--- src/hdl/axi_pkg.sv ---
`default_nettype none

package axi_pkg;

	// Field widths of the address channels
	localparam int AXI_LEN_W   = 8;
	localparam int AXI_SIZE_W  = 3;
	localparam int AXI_BURST_W = 2;

	localparam logic [AXI_BURST_W-1:0] AXI_BURST_INCR = 2'b01;
	localparam logic [AXI_SIZE_W-1:0]  AXI_SIZE_4B    = 3'b010; // 4 bytes per beat

	// Burst length is encoded as beats minus one
	localparam logic [AXI_LEN_W-1:0]   AXI_LEN_SINGLE = 8'h00;

endpackage

`default_nettype wire

--- src/hdl/dbus_pkg.sv ---
`default_nettype none

package dbus_pkg;

	// Access size as driven by the CPU
	typedef enum logic [1:0] {
		SIZE_BYTE = 2'd0,
		SIZE_HALF = 2'd1,
		SIZE_WORD = 2'd2
	} access_size_t;

	// A data word seen whole or as four byte lanes
	typedef union packed {
		logic [31:0]     word;
		logic [3:0][7:0] lane; // lane[0] is bits 7:0
	} lane_word_t;

endpackage

`default_nettype wire

--- src/hdl/dbus_req_stage.sv ---
`timescale 1ns/100ps
`default_nettype none

module dbus_req_stage
	import dbus_pkg::*;
(
	input  logic         clk,
	input  logic         rst,
	input  logic         stall,
	input  logic         read,
	input  logic         write,
	input  logic         load_unsigned,
	input  access_size_t size,
	input  logic [31:0]  address,
	input  logic [31:0]  wrdata,
	output logic         pend_read,
	output logic         pend_write,
	output logic         pend_unsigned,
	output access_size_t pend_size,
	output logic [31:0]  pend_addr,
	output logic [1:0]   pend_lane,
	output lane_word_t   pend_wdata,
	output logic [3:0]   pend_strb
);

lane_word_t store_word;
logic [3:0] store_strb;

// Store data goes out on every lane it may land in
always_comb begin
	store_word.word = wrdata;
	store_strb = 4'b1111;
	case (size)
		SIZE_BYTE: begin
			for (int i = 0; i < 4; i++)
				store_word.lane[i] = wrdata[7:0];
			store_strb = 4'b0001 << address[1:0];
		end
		SIZE_HALF: begin
			for (int i = 0; i < 4; i++)
				store_word.lane[i] = (i % 2 == 1) ? wrdata[15:8] : wrdata[7:0];
			store_strb = address[1] ? 4'b1100 : 4'b0011;
		end
		default: ;
	endcase
end

always_ff @(posedge clk) begin
	if (rst) begin
		pend_read  <= 1'b0;
		pend_write <= 1'b0;
	end else if (!stall) begin
		pend_read  <= read;
		pend_write <= write;
	end
end

// Request payload, held while stalled
always_ff @(posedge clk) begin
	if (!stall) begin
		pend_addr       <= {address[31:2], 2'b00}; // word aligned on the bus
		pend_lane       <= address[1:0];
		pend_size       <= size;
		pend_unsigned   <= load_unsigned;
		pend_wdata.word <= store_word.word;
		pend_strb       <= store_strb;
	end
end

endmodule

`default_nettype wire

--- src/hdl/dbus_uncached_top.sv ---
`timescale 1ns/100ps
`default_nettype none

module dbus_uncached_top
	import dbus_pkg::*;
	import axi_pkg::*;
#(
	parameter int ID_WIDTH = 4
) (
	input  logic                   clk,
	input  logic                   rst,
	// CPU data bus
	input  logic                   read,
	input  logic                   write,
	input  access_size_t           size,
	input  logic                   load_unsigned,
	input  logic [31:0]            address,
	input  logic [31:0]            wrdata,
	output logic                   stall,
	output logic [31:0]            rddata,
	// AXI master
	output logic [31:0]            araddr,
	output logic [ID_WIDTH-1:0]    arid,
	output logic [AXI_LEN_W-1:0]   arlen,
	output logic [AXI_SIZE_W-1:0]  arsize,
	output logic [AXI_BURST_W-1:0] arburst,
	output logic                   arvalid,
	input  logic                   arready,
	output logic [31:0]            awaddr,
	output logic [ID_WIDTH-1:0]    awid,
	output logic [AXI_LEN_W-1:0]   awlen,
	output logic [AXI_SIZE_W-1:0]  awsize,
	output logic [AXI_BURST_W-1:0] awburst,
	output logic                   awvalid,
	input  logic                   awready,
	output logic [31:0]            wdata,
	output logic [3:0]             wstrb,
	output logic                   wlast,
	output logic                   wvalid,
	input  logic                   wready,
	input  logic [31:0]            rdata,
	input  logic                   rvalid,
	output logic                   rready,
	input  logic                   bvalid,
	output logic                   bready
);

logic         pend_read;
logic         pend_write;
logic         pend_unsigned;
access_size_t pend_size;
logic [31:0]  pend_addr;
logic [1:0]   pend_lane;
lane_word_t   pend_wdata;
logic [3:0]   pend_strb;
logic [31:0]  beat_data;
logic         beat_load;

dbus_req_stage u_req (
	.clk, .rst, .stall,
	.read, .write, .load_unsigned, .size, .address, .wrdata,
	.pend_read, .pend_write, .pend_unsigned, .pend_size,
	.pend_addr, .pend_lane, .pend_wdata, .pend_strb
);

uncached_axi_master #(.ID_WIDTH(ID_WIDTH)) u_master (
	.clk, .rst, .pend_read, .pend_write, .pend_addr,
	.pend_wdata(pend_wdata.word),
	.pend_strb,
	.araddr, .arid, .arlen, .arsize, .arburst, .arvalid, .arready,
	.awaddr, .awid, .awlen, .awsize, .awburst, .awvalid, .awready,
	.wdata, .wstrb, .wlast, .wvalid, .wready,
	.rdata, .rvalid, .rready, .bvalid, .bready,
	.stall, .beat_data, .beat_load
);

load_align u_load (
	.clk, .rst, .beat_load, .beat_data,
	.pend_lane, .pend_size, .pend_unsigned,
	.rddata
);

endmodule

`default_nettype wire

--- src/hdl/load_align.sv ---
`timescale 1ns/100ps
`default_nettype none

module load_align
	import dbus_pkg::*;
(
	input  logic         clk,
	input  logic         rst,
	input  logic         beat_load,
	input  logic [31:0]  beat_data,
	input  logic [1:0]   pend_lane,
	input  access_size_t pend_size,
	input  logic         pend_unsigned,
	output logic [31:0]  rddata
);

lane_word_t   load_word;
logic [1:0]   load_lane;
access_size_t load_size;
logic         load_unsigned;
logic [7:0]   sel_byte;
logic [15:0]  sel_half;

// Access info kept with the word so stores in between leave rddata alone
always_ff @(posedge clk) begin
	if (rst) begin
		load_word.word <= '0;
		load_lane      <= 2'b00;
		load_size      <= SIZE_WORD;
		load_unsigned  <= 1'b0;
	end else if (beat_load) begin
		load_word.word <= beat_data;
		load_lane      <= pend_lane;
		load_size      <= pend_size;
		load_unsigned  <= pend_unsigned;
	end
end

always_comb begin
	sel_byte = load_word.lane[load_lane];
	sel_half = load_lane[1] ? {load_word.lane[3], load_word.lane[2]}
	                        : {load_word.lane[1], load_word.lane[0]};
	case (load_size)
		SIZE_BYTE: rddata = {{24{sel_byte[7] & ~load_unsigned}}, sel_byte};
		SIZE_HALF: rddata = {{16{sel_half[15] & ~load_unsigned}}, sel_half};
		default:   rddata = load_word.word;
	endcase
end

endmodule

`default_nettype wire

--- src/hdl/uncached_axi_master.sv ---
`timescale 1ns/100ps
`default_nettype none

module uncached_axi_master
	import axi_pkg::*;
#(
	parameter int ID_WIDTH = 4
) (
	input  logic                   clk,
	input  logic                   rst,
	input  logic                   pend_read,
	input  logic                   pend_write,
	input  logic [31:0]            pend_addr,
	input  logic [31:0]            pend_wdata,
	input  logic [3:0]             pend_strb,
	// Read address
	output logic [31:0]            araddr,
	output logic [ID_WIDTH-1:0]    arid,
	output logic [AXI_LEN_W-1:0]   arlen,
	output logic [AXI_SIZE_W-1:0]  arsize,
	output logic [AXI_BURST_W-1:0] arburst,
	output logic                   arvalid,
	input  logic                   arready,
	// Write address
	output logic [31:0]            awaddr,
	output logic [ID_WIDTH-1:0]    awid,
	output logic [AXI_LEN_W-1:0]   awlen,
	output logic [AXI_SIZE_W-1:0]  awsize,
	output logic [AXI_BURST_W-1:0] awburst,
	output logic                   awvalid,
	input  logic                   awready,
	// Write data
	output logic [31:0]            wdata,
	output logic [3:0]             wstrb,
	output logic                   wlast,
	output logic                   wvalid,
	input  logic                   wready,
	// Read data and write response
	input  logic [31:0]            rdata,
	input  logic                   rvalid,
	output logic                   rready,
	input  logic                   bvalid,
	output logic                   bready,
	output logic                   stall,
	output logic [31:0]            beat_data,
	output logic                   beat_load
);

localparam logic [2:0] ST_IDLE = 3'd0;
localparam logic [2:0] ST_ADDR = 3'd1;
localparam logic [2:0] ST_DATA = 3'd2;
localparam logic [2:0] ST_RESP = 3'd3;
localparam logic [2:0] ST_DONE = 3'd4;

logic [2:0] state, state_d;
logic       rd_op; // Current transaction is a read

always_comb begin
	state_d = state;
	case (state)
		ST_IDLE: if (pend_read || pend_write) state_d = ST_ADDR;
		ST_ADDR: if (rd_op ? arready : awready) state_d = ST_DATA;
		ST_DATA: begin
			if (rd_op && rvalid)
				state_d = ST_DONE;
			else if (!rd_op && wready)
				state_d = ST_RESP;
		end
		ST_RESP: if (bvalid) state_d = ST_DONE;
		ST_DONE: state_d = ST_IDLE;
		default: state_d = ST_IDLE;
	endcase
end

always_ff @(posedge clk) begin
	if (rst) begin
		state <= ST_IDLE;
		rd_op <= 1'b0;
	end else begin
		state <= state_d;
		if (state == ST_IDLE)
			rd_op <= pend_read; // Read wins over write
	end
end

assign stall = (state_d != ST_IDLE);

// Single beat INCR, IDs tied to zero
assign araddr  = pend_addr;
assign arid    = '0;
assign arlen   = AXI_LEN_SINGLE;
assign arsize  = AXI_SIZE_4B;
assign arburst = AXI_BURST_INCR;
assign awaddr  = pend_addr;
assign awid    = '0;
assign awlen   = AXI_LEN_SINGLE;
assign awsize  = AXI_SIZE_4B;
assign awburst = AXI_BURST_INCR;
assign wdata   = pend_wdata;
assign wstrb   = pend_strb;

assign arvalid = (state == ST_ADDR) && rd_op;
assign awvalid = (state == ST_ADDR) && !rd_op;
assign wvalid  = (state == ST_DATA) && !rd_op;
assign wlast   = (state == ST_DATA) && !rd_op; // Only beat of the burst
assign rready  = (state == ST_DATA) && rd_op;
assign bready  = (state == ST_RESP);

assign beat_data = rdata;
assign beat_load = rready && rvalid;

endmodule

`default_nettype wire

--- config.mk ---
export PLATFORM = sky130hd
export DESIGN_NAME = dbus_uncached_top
export DESIGN_NICKNAME = d
export VERILOG_FILES = /design/src/hdl/axi_pkg.sv /design/src/hdl/dbus_pkg.sv /design/src/hdl/dbus_req_stage.sv /design/src/hdl/dbus_uncached_top.sv /design/src/hdl/load_align.sv /design/src/hdl/uncached_axi_master.sv
export SDC_FILE = /design/constraint.sdc
export NUM_CORES = 1
export LEC_CHECK = 0
export BUFFER_PORTS_ARGS = -buffer_cell sky130_fd_sc_hd__buf_2
export CORE_MARGIN = 1
export CORE_UTILIZATION = 48
export CTS_CLUSTER_SIZE = 24
export DETAILED_ROUTE_END_ITERATION = 12
export GPL_TIMING_DRIVEN = 0
export PLACE_DENSITY = 0.81
export RECOVER_POWER = 25
export SYNTH_ARGS = -nofsm -noshare
export SYNTH_HDL_FRONTEND = slang
export SYNTH_HIERARCHICAL = 1
export SYNTH_SLANG_ARGS = --single-unit
--- constraint.sdc ---
create_clock -name clk -period 6.3 [get_ports clk]
set_input_delay 0.315 -clock clk [delete_from_list [all_inputs] [get_ports clk]]
set_output_delay 0.315 -clock clk [all_outputs]
set_load 0.02 [all_outputs]
Word level (Yosys, flattened, before mapping). Index checks and enable logic that the tools add are counted.

Register bits: 114. Bits of input ports: 108. Output and inout bits: 173. Logic and storage cells: 51.

Multiplexer cells: 14. Magnitude comparators: 1. Shift operators: 1. Equality and inequality tests: 5. Bitwise operators: 3. Reductions and logical operators: 13.

Operator list (number): 32-bit case mux with 2 select lines (2); 8-bit binary-select mux with 2-bit select (1); 16-bit 2-to-1 mux (1); 3-bit 2-to-1 mux (5); 3-bit case mux with 4 select lines (1); 8-bit 2-to-1 mux (1); 4-bit case mux with 2 select lines (1); 1-bit logical AND (7); 3-bit by 2-bit equality test with 1-bit output (second input constant) (2); 2-bit by 1-bit equality test with 1-bit output (second input constant) (2); 2-bit zero test (2); 4-bit 2-to-1 mux (1); 1-bit by 2-bit left shift with 4-bit output (first input constant) (1); 3-bit by 1-bit equality test with 1-bit output (second input constant) (1); 3-bit zero test (1); 2-bit by 3-bit < comparator with 1-bit output (second input constant) (1); 3-bit nonzero test (1); 1-bit bitwise AND (2); 1-bit zero test (1); 1-bit logical OR (1); 1-bit 2-to-1 mux (1); 1-bit NOT (1).

Longest topological paths before layout. Gate-level depths: netlist (run 1).

Word-level depth: 6. Depth in mapped cells: 7. Depth with buffers taken out: 5.

Cells and area by module. Netlist (run 1), hierarchy kept.

By module, submodules not included: dbus_req_stage (area each 2686.3 µm², instances 1, seq. area each 2172.1 µm², cells an instance 133); load_align (area each 2085.8 µm², instances 1, seq. area each 740.7 µm², cells an instance 241); uncached_axi_master (area each 1524.0 µm², instances 1, seq. area each 80.1 µm², cells an instance 202).

Least setup slack after synthesis (run 1). No wires, ideal clock.

Path type: reg-to-reg. Start point: register u_master.state[0]. End point: register u_req.pend_addr[10] (enable). Data arrival time: 2.405 ns. Period minus slack after synthesis: 2.830 ns. Data required time: 5.875 ns. Setup slack: 3.470 ns. Buffers on the path: 1. Library setup time: 0.425 ns. Stages on the path, launching flop included: 6. Cell sequence: dfxtp_1 -> clkbuf_1 -> nor3_1 -> o21ai_0 -> nand2_1 -> inv_1.

Cells in the longest elaborated chain, start to end: 4. Elaborated cells on any way between the ends: 11. Classes of those cells: eq/ne (3); mux (6); reduce/logical (2).

RTL lines: start: declaration (line uncached_axi_master.sv:55) `logic [2:0] state, state_d;`; start signal: assignment (line uncached_axi_master.sv:80) `state <= state_d;`; 3-bit 2-to-1 mux (line uncached_axi_master.sv:66) `else if (!rd_op && wready)`; 3-bit 2-to-1 mux (line uncached_axi_master.sv:64) `if (rd_op && rvalid)`; 3-bit case mux with 4 select lines (*) (line uncached_axi_master.sv:60) `case (state)`; 3-bit nonzero test (*) (line uncached_axi_master.sv:86) `assign stall = (state_d != ST_IDLE);`; via stall (line dbus_uncached_top.sv:19) `output logic stall,`; end signal: assignment (line dbus_req_stage.sv:61) `pend_addr <= {address[31:2], 2'b00};`; end: declaration (line dbus_req_stage.sv:20) `output logic [31:0] pend_addr,`.

Mark *: on every way through the listed nets, which the timed path passes. The rest lies on a longest branch. A chain may end at the register's enable or synchronous reset.

Final worst setup path (run 1).
Start point: register u_load.load_unsigned. End point: output rddata[19].

Cells in the longest elaborated chain, start to end: 3. Elaborated cells on any way between the ends: 4. Classes of those cells: mux (1); bitwise (3).

RTL lines: start: declaration (line load_align.sv:20) `logic load_unsigned;`; start signal: assignment (line load_align.sv:35) `load_unsigned <= pend_unsigned;`; 1-bit NOT (*) (line load_align.sv:44, load_align.sv:45); 1-bit bitwise AND, on equally long branches (line load_align.sv:45, load_align.sv:44); 32-bit case mux with 2 select lines (*) (line load_align.sv:43) `case (load_size)`; end: declaration (line dbus_uncached_top.sv:20) `output logic [31:0] rddata,`.

Mark *: on every way between the ends. The rest lies on a longest branch, timed or not.

==> results.txt, run 1 <==
----------------------------------------------------
[Floorplan]
  Die Span Y ... 117 microns
  Number of placed I/O pins ... roughly 280
  Number of rows in the core area ... 41
  Die Span X ... 117 microns
  Die footprint ... between 0.01 and 0.015 sq mm
  Initial Util ... 49.5%
  Std-Cell Core Area ... approximately 0.013 sq mm

[STA]
  Unrepaired setup endpoints after global routing ... no
  Transition at the pin with the smallest max-transition slack ... 0.892 ns
  Number of max-slew violations in the final report ... 0
  Min Clock Period, post-route ... around 2.3 ns
  Slew Limit Headroom ... 40.5%
  Fin. Hold Viols ... 0
  Post-route setup TNS ... 0 ns
  Fmax achieved ... 438 MHz
  Setup Viol. Count Final ... 0
  Final clock skew ... around 0.0065 ns
  Crit share post-route ... 36.3%

[Clock network]
  Gates resized, CTS repair ... 0
  CTS buffer count ... 17
  Sinks on the clock net ... about 110
  Clock latency reported for the late side of the worst-skew pair ... just over 0.4 ns
  Clock buffer depth ... 2
  Number of H-tree levels ... 4
  Number of buffers added for setup after CTS ... 0
  Clock tree from TritonCTS ... yes
  CTS hold repair buffers ... 0
  Register clock-pin slew on the reported worst setup and hold paths ... around 0.06 ns
  CTS root buf ... sky130_fd_sc_hd__clkbuf_16

[Synth]
  Number of instances in the synthesized netlist ... between 500 and 600
  Share of the yosys chip area belonging to registers ... a little under half
  Number of unique standard cell types used by synthesis ... 42
  Number of synthesized register bits ... around 110
  Flip-flop cell with the highest count after synthesis ... sky130_fd_sc_hd__edfxtp_1
  Synth warn ... 6
  Area of the mapped netlist ... 0.00630 sq mm
  Number of enable-type register cells in the synthesized netlist ... 71
  Synthesized area divided by synthesized cell count ... 10.9 sq um
  Proportion of synthesized flip-flops having asynchronous set or reset ... 0%

[Setup path]
  Critical Path RT ... 5.98 ns
  Worst EP arrival ... 1.97 ns
  Critical path launch point type ... flop
  Endpoint class of the critical path ... output port
  Cell depth of the worst flop-to-flop path ... 5
  R2r setup slk ... 4.18 ns
  Kind of critical path ... reg -> out
  Worst setup path end ... rddata[19]
  Reg-to-Reg End ... u_req/pend_wdata[3]
  Start point of the critical path ... u_load/load_unsigned
  Worst r2r src ... u_master/state[0]
  Peak fanout along the critical path ... 10

[GRT]
  Most used routing layer ... met2
  Global-route track usage on met1 ... a little under a quarter
  Remaining global-route overflow ... 0
  Vias in the first global route ... 4,382
  Largest net degree at the start of global routing ... 72
  First-pass GRT wire length ... ~21 mm
  Initial antenna violation count ... 0
  Met3 Track Usage GR ... 8.15%
  Fraction of met2 tracks used by global routing ... 37.0%
  Global-route usage over all layers ... 21.3%

[Final layout]
  Fraction of layout cells with a size suffix above 1 ... 50.3%
  Area overhead of the layout relative to synthesis ... 29.8%
  Number of antenna diodes ... 0
  Number of nets in the layout ... 946

[Placed design]
  Final weighted congestion of routability-driven global placement ... 0.901
  Total of buffers placed on input and output ports ... 210
  Total half-perimeter wirelength after legalization and detailed placement ... 11.0 mm

[Run status]
  Result of the run ... complete, no violations

[Power]
  Leak pwr ... 3.84 nW
  Worst-case vdd ir drop ... 0.000356 V
  Pwr dens ... 464 mW/mm^2
  Post-route total power ... between 3 and 4 mW

[Routing]
  Average wire per cell in the routed design ... 14.2 microns
  DR iter-0 viols ... 280
  Iteration count of the initial detailed-routing pass ... 5
  Detailed-route DRC error count ... 0
  Via count ... 4,739
  Avg Vias per Cell ... around 4.6
  Total Routed Length ... 14.5 mm
  Post-route ant nets ... 0

[Worst hold path]
  Worst hold-check path type ... in -> reg
  Worst Hold Depth ... 1

[Run]
  Max cap viols ... 0

----------------------------------------------------
==> logic make-up after synthesis <==
| family | synth area share [%] |
|---|---|
| compound gates | 7.83 |
| buf+inv | 23.0 |
| flops | 47.5 |
| mux | 12.1 |
| other cells | 0.179 |
| simple gates | 9.32 |
==> power breakdown <==
part | leakage [nW] | switching [mW] | internal (mW) | total [mW]
registers | 1.05 | 0.112 | 1.18 | 1.29
clock network | 0.284 | 0.319 | 0.586 | 0.904
logic | 2.51 | 0.916 | 0.680 | 1.60
total | 3.84 | 1.35 | 2.44 | 3.79
==> sequential cells by signal (all words and copies together), names as in the netlist <==
register and count:
u_load/load_unsigned 1, u_req/pend_strb 4, u_req/pend_lane 2, u_req/pend_read 1
u_req/pend_unsigned 1, u_load/load_word 32, u_req/pend_wdata 32, u_load/load_size 2
u_req/pend_addr 30, u_req/pend_write 1, u_master/rd_op 1, u_load/load_lane 2
u_master/state 3, u_req/pend_size 2
==> how the worst min path moves through the flow <==
stage | from | slack (ns) | endpoint
after floorplan | rst | 0.38 | u_master/state[1]
after global placement | u_req/pend_unsigned | 0.47 | u_load/load_unsigned
after detailed placement | u_req/pend_size[1] | 0.48 | u_load/load_size[1]
after CTS | address[29] | 0.06 | u_req/pend_addr[29]
after global routing | address[29] | 0.06 | u_req/pend_addr[29]
final | address[29] | 0.08 | u_req/pend_addr[29]
==> cell usage after synthesis (3+ instances only) <==
library cell	instances	area [sq um]
sky130_fd_sc_hd__buf_4	174	1310
sky130_fd_sc_hd__edfxtp_1	71	2130
sky130_fd_sc_hd__mux2i_1	54	541
sky130_fd_sc_hd__dfxtp_1	43	861
sky130_fd_sc_hd__nor2_1	43	161
sky130_fd_sc_hd__nand2_1	36	135
sky130_fd_sc_hd__nor2b_1	21	131
sky130_fd_sc_hd__o21ai_1	17	85.1
sky130_fd_sc_hd__mux2_2	16	180
sky130_fd_sc_hd__a21oi_1	10	50.1
sky130_fd_sc_hd__clkbuf_1	10	37.5
sky130_fd_sc_hd__o21ai_0	9	45.0
sky130_fd_sc_hd__o21ai_2	8	70.1
sky130_fd_sc_hd__o221ai_1	8	70.1
sky130_fd_sc_hd__a222oi_1	7	70.1
sky130_fd_sc_hd__buf_6	5	56.3
sky130_fd_sc_hd__buf_2	4	20.0
sky130_fd_sc_hd__nor3b_1	4	30.0
sky130_fd_sc_hd__o21bai_1	4	30.0
sky130_fd_sc_hd__conb_1	3	11.3
sky130_fd_sc_hd__nand2b_1	3	18.8
==> worst max-delay path, cell delays in order, from the launching register on <==
cell and delay [ns]:
sky130_fd_sc_hd__dfxtp_1 0.30, sky130_fd_sc_hd__or2_2 0.29, sky130_fd_sc_hd__clkbuf_1 0.19, sky130_fd_sc_hd__clkbuf_1 0.25, sky130_fd_sc_hd__o21ai_0 0.31, sky130_fd_sc_hd__buf_2 0.22
==> cells in the final DEF (no fill, tap or decap), types with 2 or more instances in the layout <==
cell,n
sky130_fd_sc_hd__buf_2,195
sky130_fd_sc_hd__buf_4,174
sky130_fd_sc_hd__edfxtp_1,71
sky130_fd_sc_hd__mux2i_1,54
sky130_fd_sc_hd__nor2_1,44
sky130_fd_sc_hd__dfxtp_1,43
sky130_fd_sc_hd__clkbuf_1,36
sky130_fd_sc_hd__nand2_1,36
sky130_fd_sc_hd__conb_1,36
sky130_fd_sc_hd__nor2b_1,21
sky130_fd_sc_hd__clkbuf_16,18
sky130_fd_sc_hd__o21ai_1,17
sky130_fd_sc_hd__mux2_2,16
sky130_fd_sc_hd__o21ai_0,16
sky130_fd_sc_hd__a21oi_1,10
sky130_fd_sc_hd__o221ai_1,8
sky130_fd_sc_hd__a222oi_1,7
sky130_fd_sc_hd__nor3b_1,4
sky130_fd_sc_hd__o21bai_1,4
sky130_fd_sc_hd__clkinv_2,3
sky130_fd_sc_hd__inv_4,3
sky130_fd_sc_hd__nand2b_1,3
sky130_fd_sc_hd__buf_6,3
sky130_fd_sc_hd__clkbuf_8,2
sky130_fd_sc_hd__clkinv_4,2
sky130_fd_sc_hd__mux2_4,2
sky130_fd_sc_hd__a22oi_4,2
sky130_fd_sc_hd__or2_2,2
sky130_fd_sc_hd__and2_2,2
==> layout make-up <==
type | count | area, sq um
plain buffers | 195 | 1410
clock buffers | 24 | 493
clock inverters | 8 | 75.1
fillers | 1089 | 4550
inverters | 3 | 13.8
multi-input cells | 297 | 1940
flip-flops and latches | 114 | 2990
well taps | 172 | 215
repair buffers | 210 | 1030
==> routing by layer <==
layer | vias to the layer above | wire [microns]
li1 | 2310 | -
met1 | 2175 | 5610
met2 | 236 | 7350
met3 | 18 | 1370
met4 | 0 | 204
met5 | - | 0
==> metrics by stage <==
stage                     instances  util (%)  hold slack (ns)  instance area (sq um)  setup WS (ns)
after floorplan                 609         -            0.384                   6420           3.47
after global placement          991      60.4            0.468                   7690           2.89
after detailed placement        991      60.4            0.484                   7690           4.18
after CTS                      1023      64.9           0.0639                   8260           4.01
after global routing           1023      64.2           0.0577                   8170           3.91
final                          1023      64.2           0.0804                   8170           4.01
Power figures use the tool's default switching activity.
==> run 2: changes to the inputs <==
Clock period 6.3 ns to 2.3 ns, I/O delays scaled along.
==> results.txt, run 2 (same netlist as run 1, synthesis figures left out) <==
----------------------------------------------------
[Clock network]
  Number of buffers added for setup after CTS ... 0 (unchanged)
  Sinks on the clock net ... 114 (unchanged)
  CTS buffer count ... 17 (unchanged)
  Register clock-pin slew on the reported worst setup and hold paths ... 0.05 ns (about the same)
  Clock tree from TritonCTS ... yes
  Clock buffer depth ... 2 (unchanged)
  Number of H-tree levels ... 4 (unchanged)
  CTS root buf ... sky130_fd_sc_hd__clkbuf_16
  Clock latency reported for the late side of the worst-skew pair ... 0.41 ns (about the same)

[Placed design]
  Total of buffers placed on input and output ports ... 210 (unchanged)
  Cell area after placement ... 0.00774 sq mm (+0.68%)
  Total half-perimeter wirelength after legalization and detailed placement ... 11.2 mm (+1.5%)
  Final weighted congestion of routability-driven global placement ... 0.921 (+2.2%)

[Setup path]
  Count of cell instances traversed by the critical path ... 4 (-1)
  Critical Path RT ... 2.18 ns (-3.80 ns)
  Sum of buffers and inverters on the critical path ... 1 (-2)
  Cell depth of the worst flop-to-flop path ... 5 (unchanged)
  Cell chain of the critical path ... mux2_2, a22oi_4, o221ai_1, buf_2
  Max incr delay on CP ... 0.45 ns (+0.14 ns)
  Cell family with most CP delay ... compound AO/OA/AOI/OAI gates
  Kind of critical path ... reg -> out
  Critical path launch point type ... flop
  Slowest stage cell, crit path ... sky130_fd_sc_hd__dfxtp_1
  Endpoint class of the critical path ... output port
  Worst EP arrival ... 1.98 ns (about the same)
  Peak fanout along the critical path ... 9 (-1)

[GRT]
  Remaining global-route overflow ... 0 (unchanged)
  First-pass GRT wire length ... 25.7 mm (+20%)
  Largest net degree at the start of global routing ... 45 (-38%)
  Vias in the first global route ... 5,151 (+18%)
  Initial antenna violation count ... 0 (unchanged)
  Global-route usage over all layers ... 25.4% (+4.1 points)

[Floorplan]
  Die Span X ... 117 microns (unchanged)
  Std-Cell Core Area ... 0.0127 sq mm (unchanged)
  Die Span Y ... 117 microns (unchanged)
  Die footprint ... 0.0136 sq mm (unchanged)
  Number of placed I/O pins ... 281 (unchanged)
  Number of rows in the core area ... 41 (unchanged)
  Initial Util ... 49.5% (unchanged)

[Routing]
  Via count ... 5,270 (+11%)
  Iteration count of the initial detailed-routing pass ... 6 (+1)
  Total Routed Length ... 17.6 mm (+21%)
  Average wire per cell in the routed design ... 15.8 microns (+11%)
  Post-route ant nets ... 0 (unchanged)
  DR iter-0 viols ... 449 (+60%)
  Detailed-route DRC error count ... 0 (unchanged)
  Avg Vias per Cell ... 4.72 (+1.8%)

[STA]
  Unrepaired setup endpoints after global routing ... no
  Fin. Hold Viols ... 0 (unchanged)
  Number of max-slew violations in the final report ... 0 (unchanged)
  Fmax achieved ... 478 MHz
  Crit share post-route ... 91.0%
  Post-route setup TNS ... 0 ns (unchanged)
  Worst hold slack ... 0.0263 ns (-0.0542 ns)
  Min Clock Period, post-route ... 2.09 ns
  Slew Limit Headroom ... 52.4% (+12 points)
  Setup Viol. Count Final ... 0 (unchanged)
  Final clock skew ... 0.0104 ns (+0.00385 ns)
  Transition at the pin with the smallest max-transition slack ... 0.713 ns (-0.179 ns)

[Final layout]
  Number of nets in the layout ... 1,040 (+9.9%)
  Number of antenna diodes ... 0 (unchanged)
  Registers with the most flip-flops ... u_load/load_word x32, u_req/pend_wdata x32, u_req/pend_addr x30
  FF/Latch Area ... 0.00299 sq mm (unchanged)
  Most common cell after layout, fill and taps aside ... sky130_fd_sc_hd__buf_2
  Fraction of layout cells with a size suffix above 1 ... 44.9% (-5.4 points)
  Final core utilization ... 72.4% (+8.1 points)
  Number of filler instances in the final layout ... 918 (-16%)
  Leading cell types in the layout, fill and taps excluded ... sky130_fd_sc_hd__buf_2 (178), sky130_fd_sc_hd__buf_4 (174), sky130_fd_sc_hd__dlygate4sd3_1 (92)
  Area overhead of the layout relative to synthesis ... 46.2%
  Area used by multi-input combinational logic ... 0.00198 sq mm (+2.0%)
  Final non-filler cell area ... 0.00921 sq mm (+13%)

[Worst hold path]
  Worst Hold Depth ... 2 (+1)
  Worst hold-check path type ... in -> reg

[Run]
  Max cap viols ... 0 (unchanged)

[Power]
  Worst-case vdd ir drop ... 0.000948 V (+170%)
  Leak pwr ... 4.23 nW (+10%)
  Post-route total power ... 11.0 mW (+190%)
  Pwr dens ... 1190 mW/mm^2 (+160%)

[Run status]
  Result of the run ... complete, no violations

----------------------------------------------------
==> run 2: cell types whose count changed in the layout (fill, tap and decap cells not counted), sizes merged <==
| cell | before | now |
|---|---|---|
| buf | 373 | 358 |
| clkinv | 6 | 4 |
| clkbuf | 56 | 74 |
| clkinvlp | 0 | 3 |
| dlygate4sd3 | 0 | 92 |
| inv | 4 | 2 |
==> run 2: layout make-up <==
cell class,instances,share of cell area (%)
Clock inverter,6,0.666
Sequential cell,114,32.5
Clock buffer,26,6.01
Buffer,195,15.6
Inverter,3,0.163
Multi-Input combinational cell,297,21.5
Tap cell,172,2.34
Timing Repair inverter,1,0.0544
Timing Repair Buffer,303,21.1
==> run 2: power breakdown <==
part,switching [mW],internal [mW]
logic,2.68,2.03
registers,0.350,3.22
clock network,0.910,1.77
==> run 2: per-layer routing <==
layer | GRT usage (%) | share of wire (%)
met5 | 0 | 0
met4 | 12.2 | 2.8
met3 | 7.99 | 8.5
met2 | 46.0 | 52
met1 | 26.7 | 37
==> run 2: metrics by stage <==
stage | worst slack, ns | instances
2_1_floorplan | -0.0461 | 609
3_3_place_gp | -0.544 | 991
3_5_place_dp | 0.0654 | 992
4_1_cts | 0.0444 | 1116
5_1_grt | 0.0474 | 1117
6_report | 0.207 | 1117
==> run 2: timing repair <==
| action | in CTS | in global routing |
|---|---|---|
| hold endpoints to repair | 93 | 0 |
| gates resized for setup | 0 | 0 |
| hold buffers | 92 | 0 |
| endpoints found under the setup margin | 0 | 44 |
==> run 2: final timing paths <==
check                      startpoint                    to  slack (ns)
hold reg to reg   u_req/pend_unsigned  u_load/load_unsigned        0.49
setup reg to reg    u_master/state[0]   u_req/pend_unsigned        0.22
setup / recovery  u_load/load_lane[1]             rddata[8]        0.21
hold / removal             wrdata[18]  u_req/pend_wdata[18]        0.03
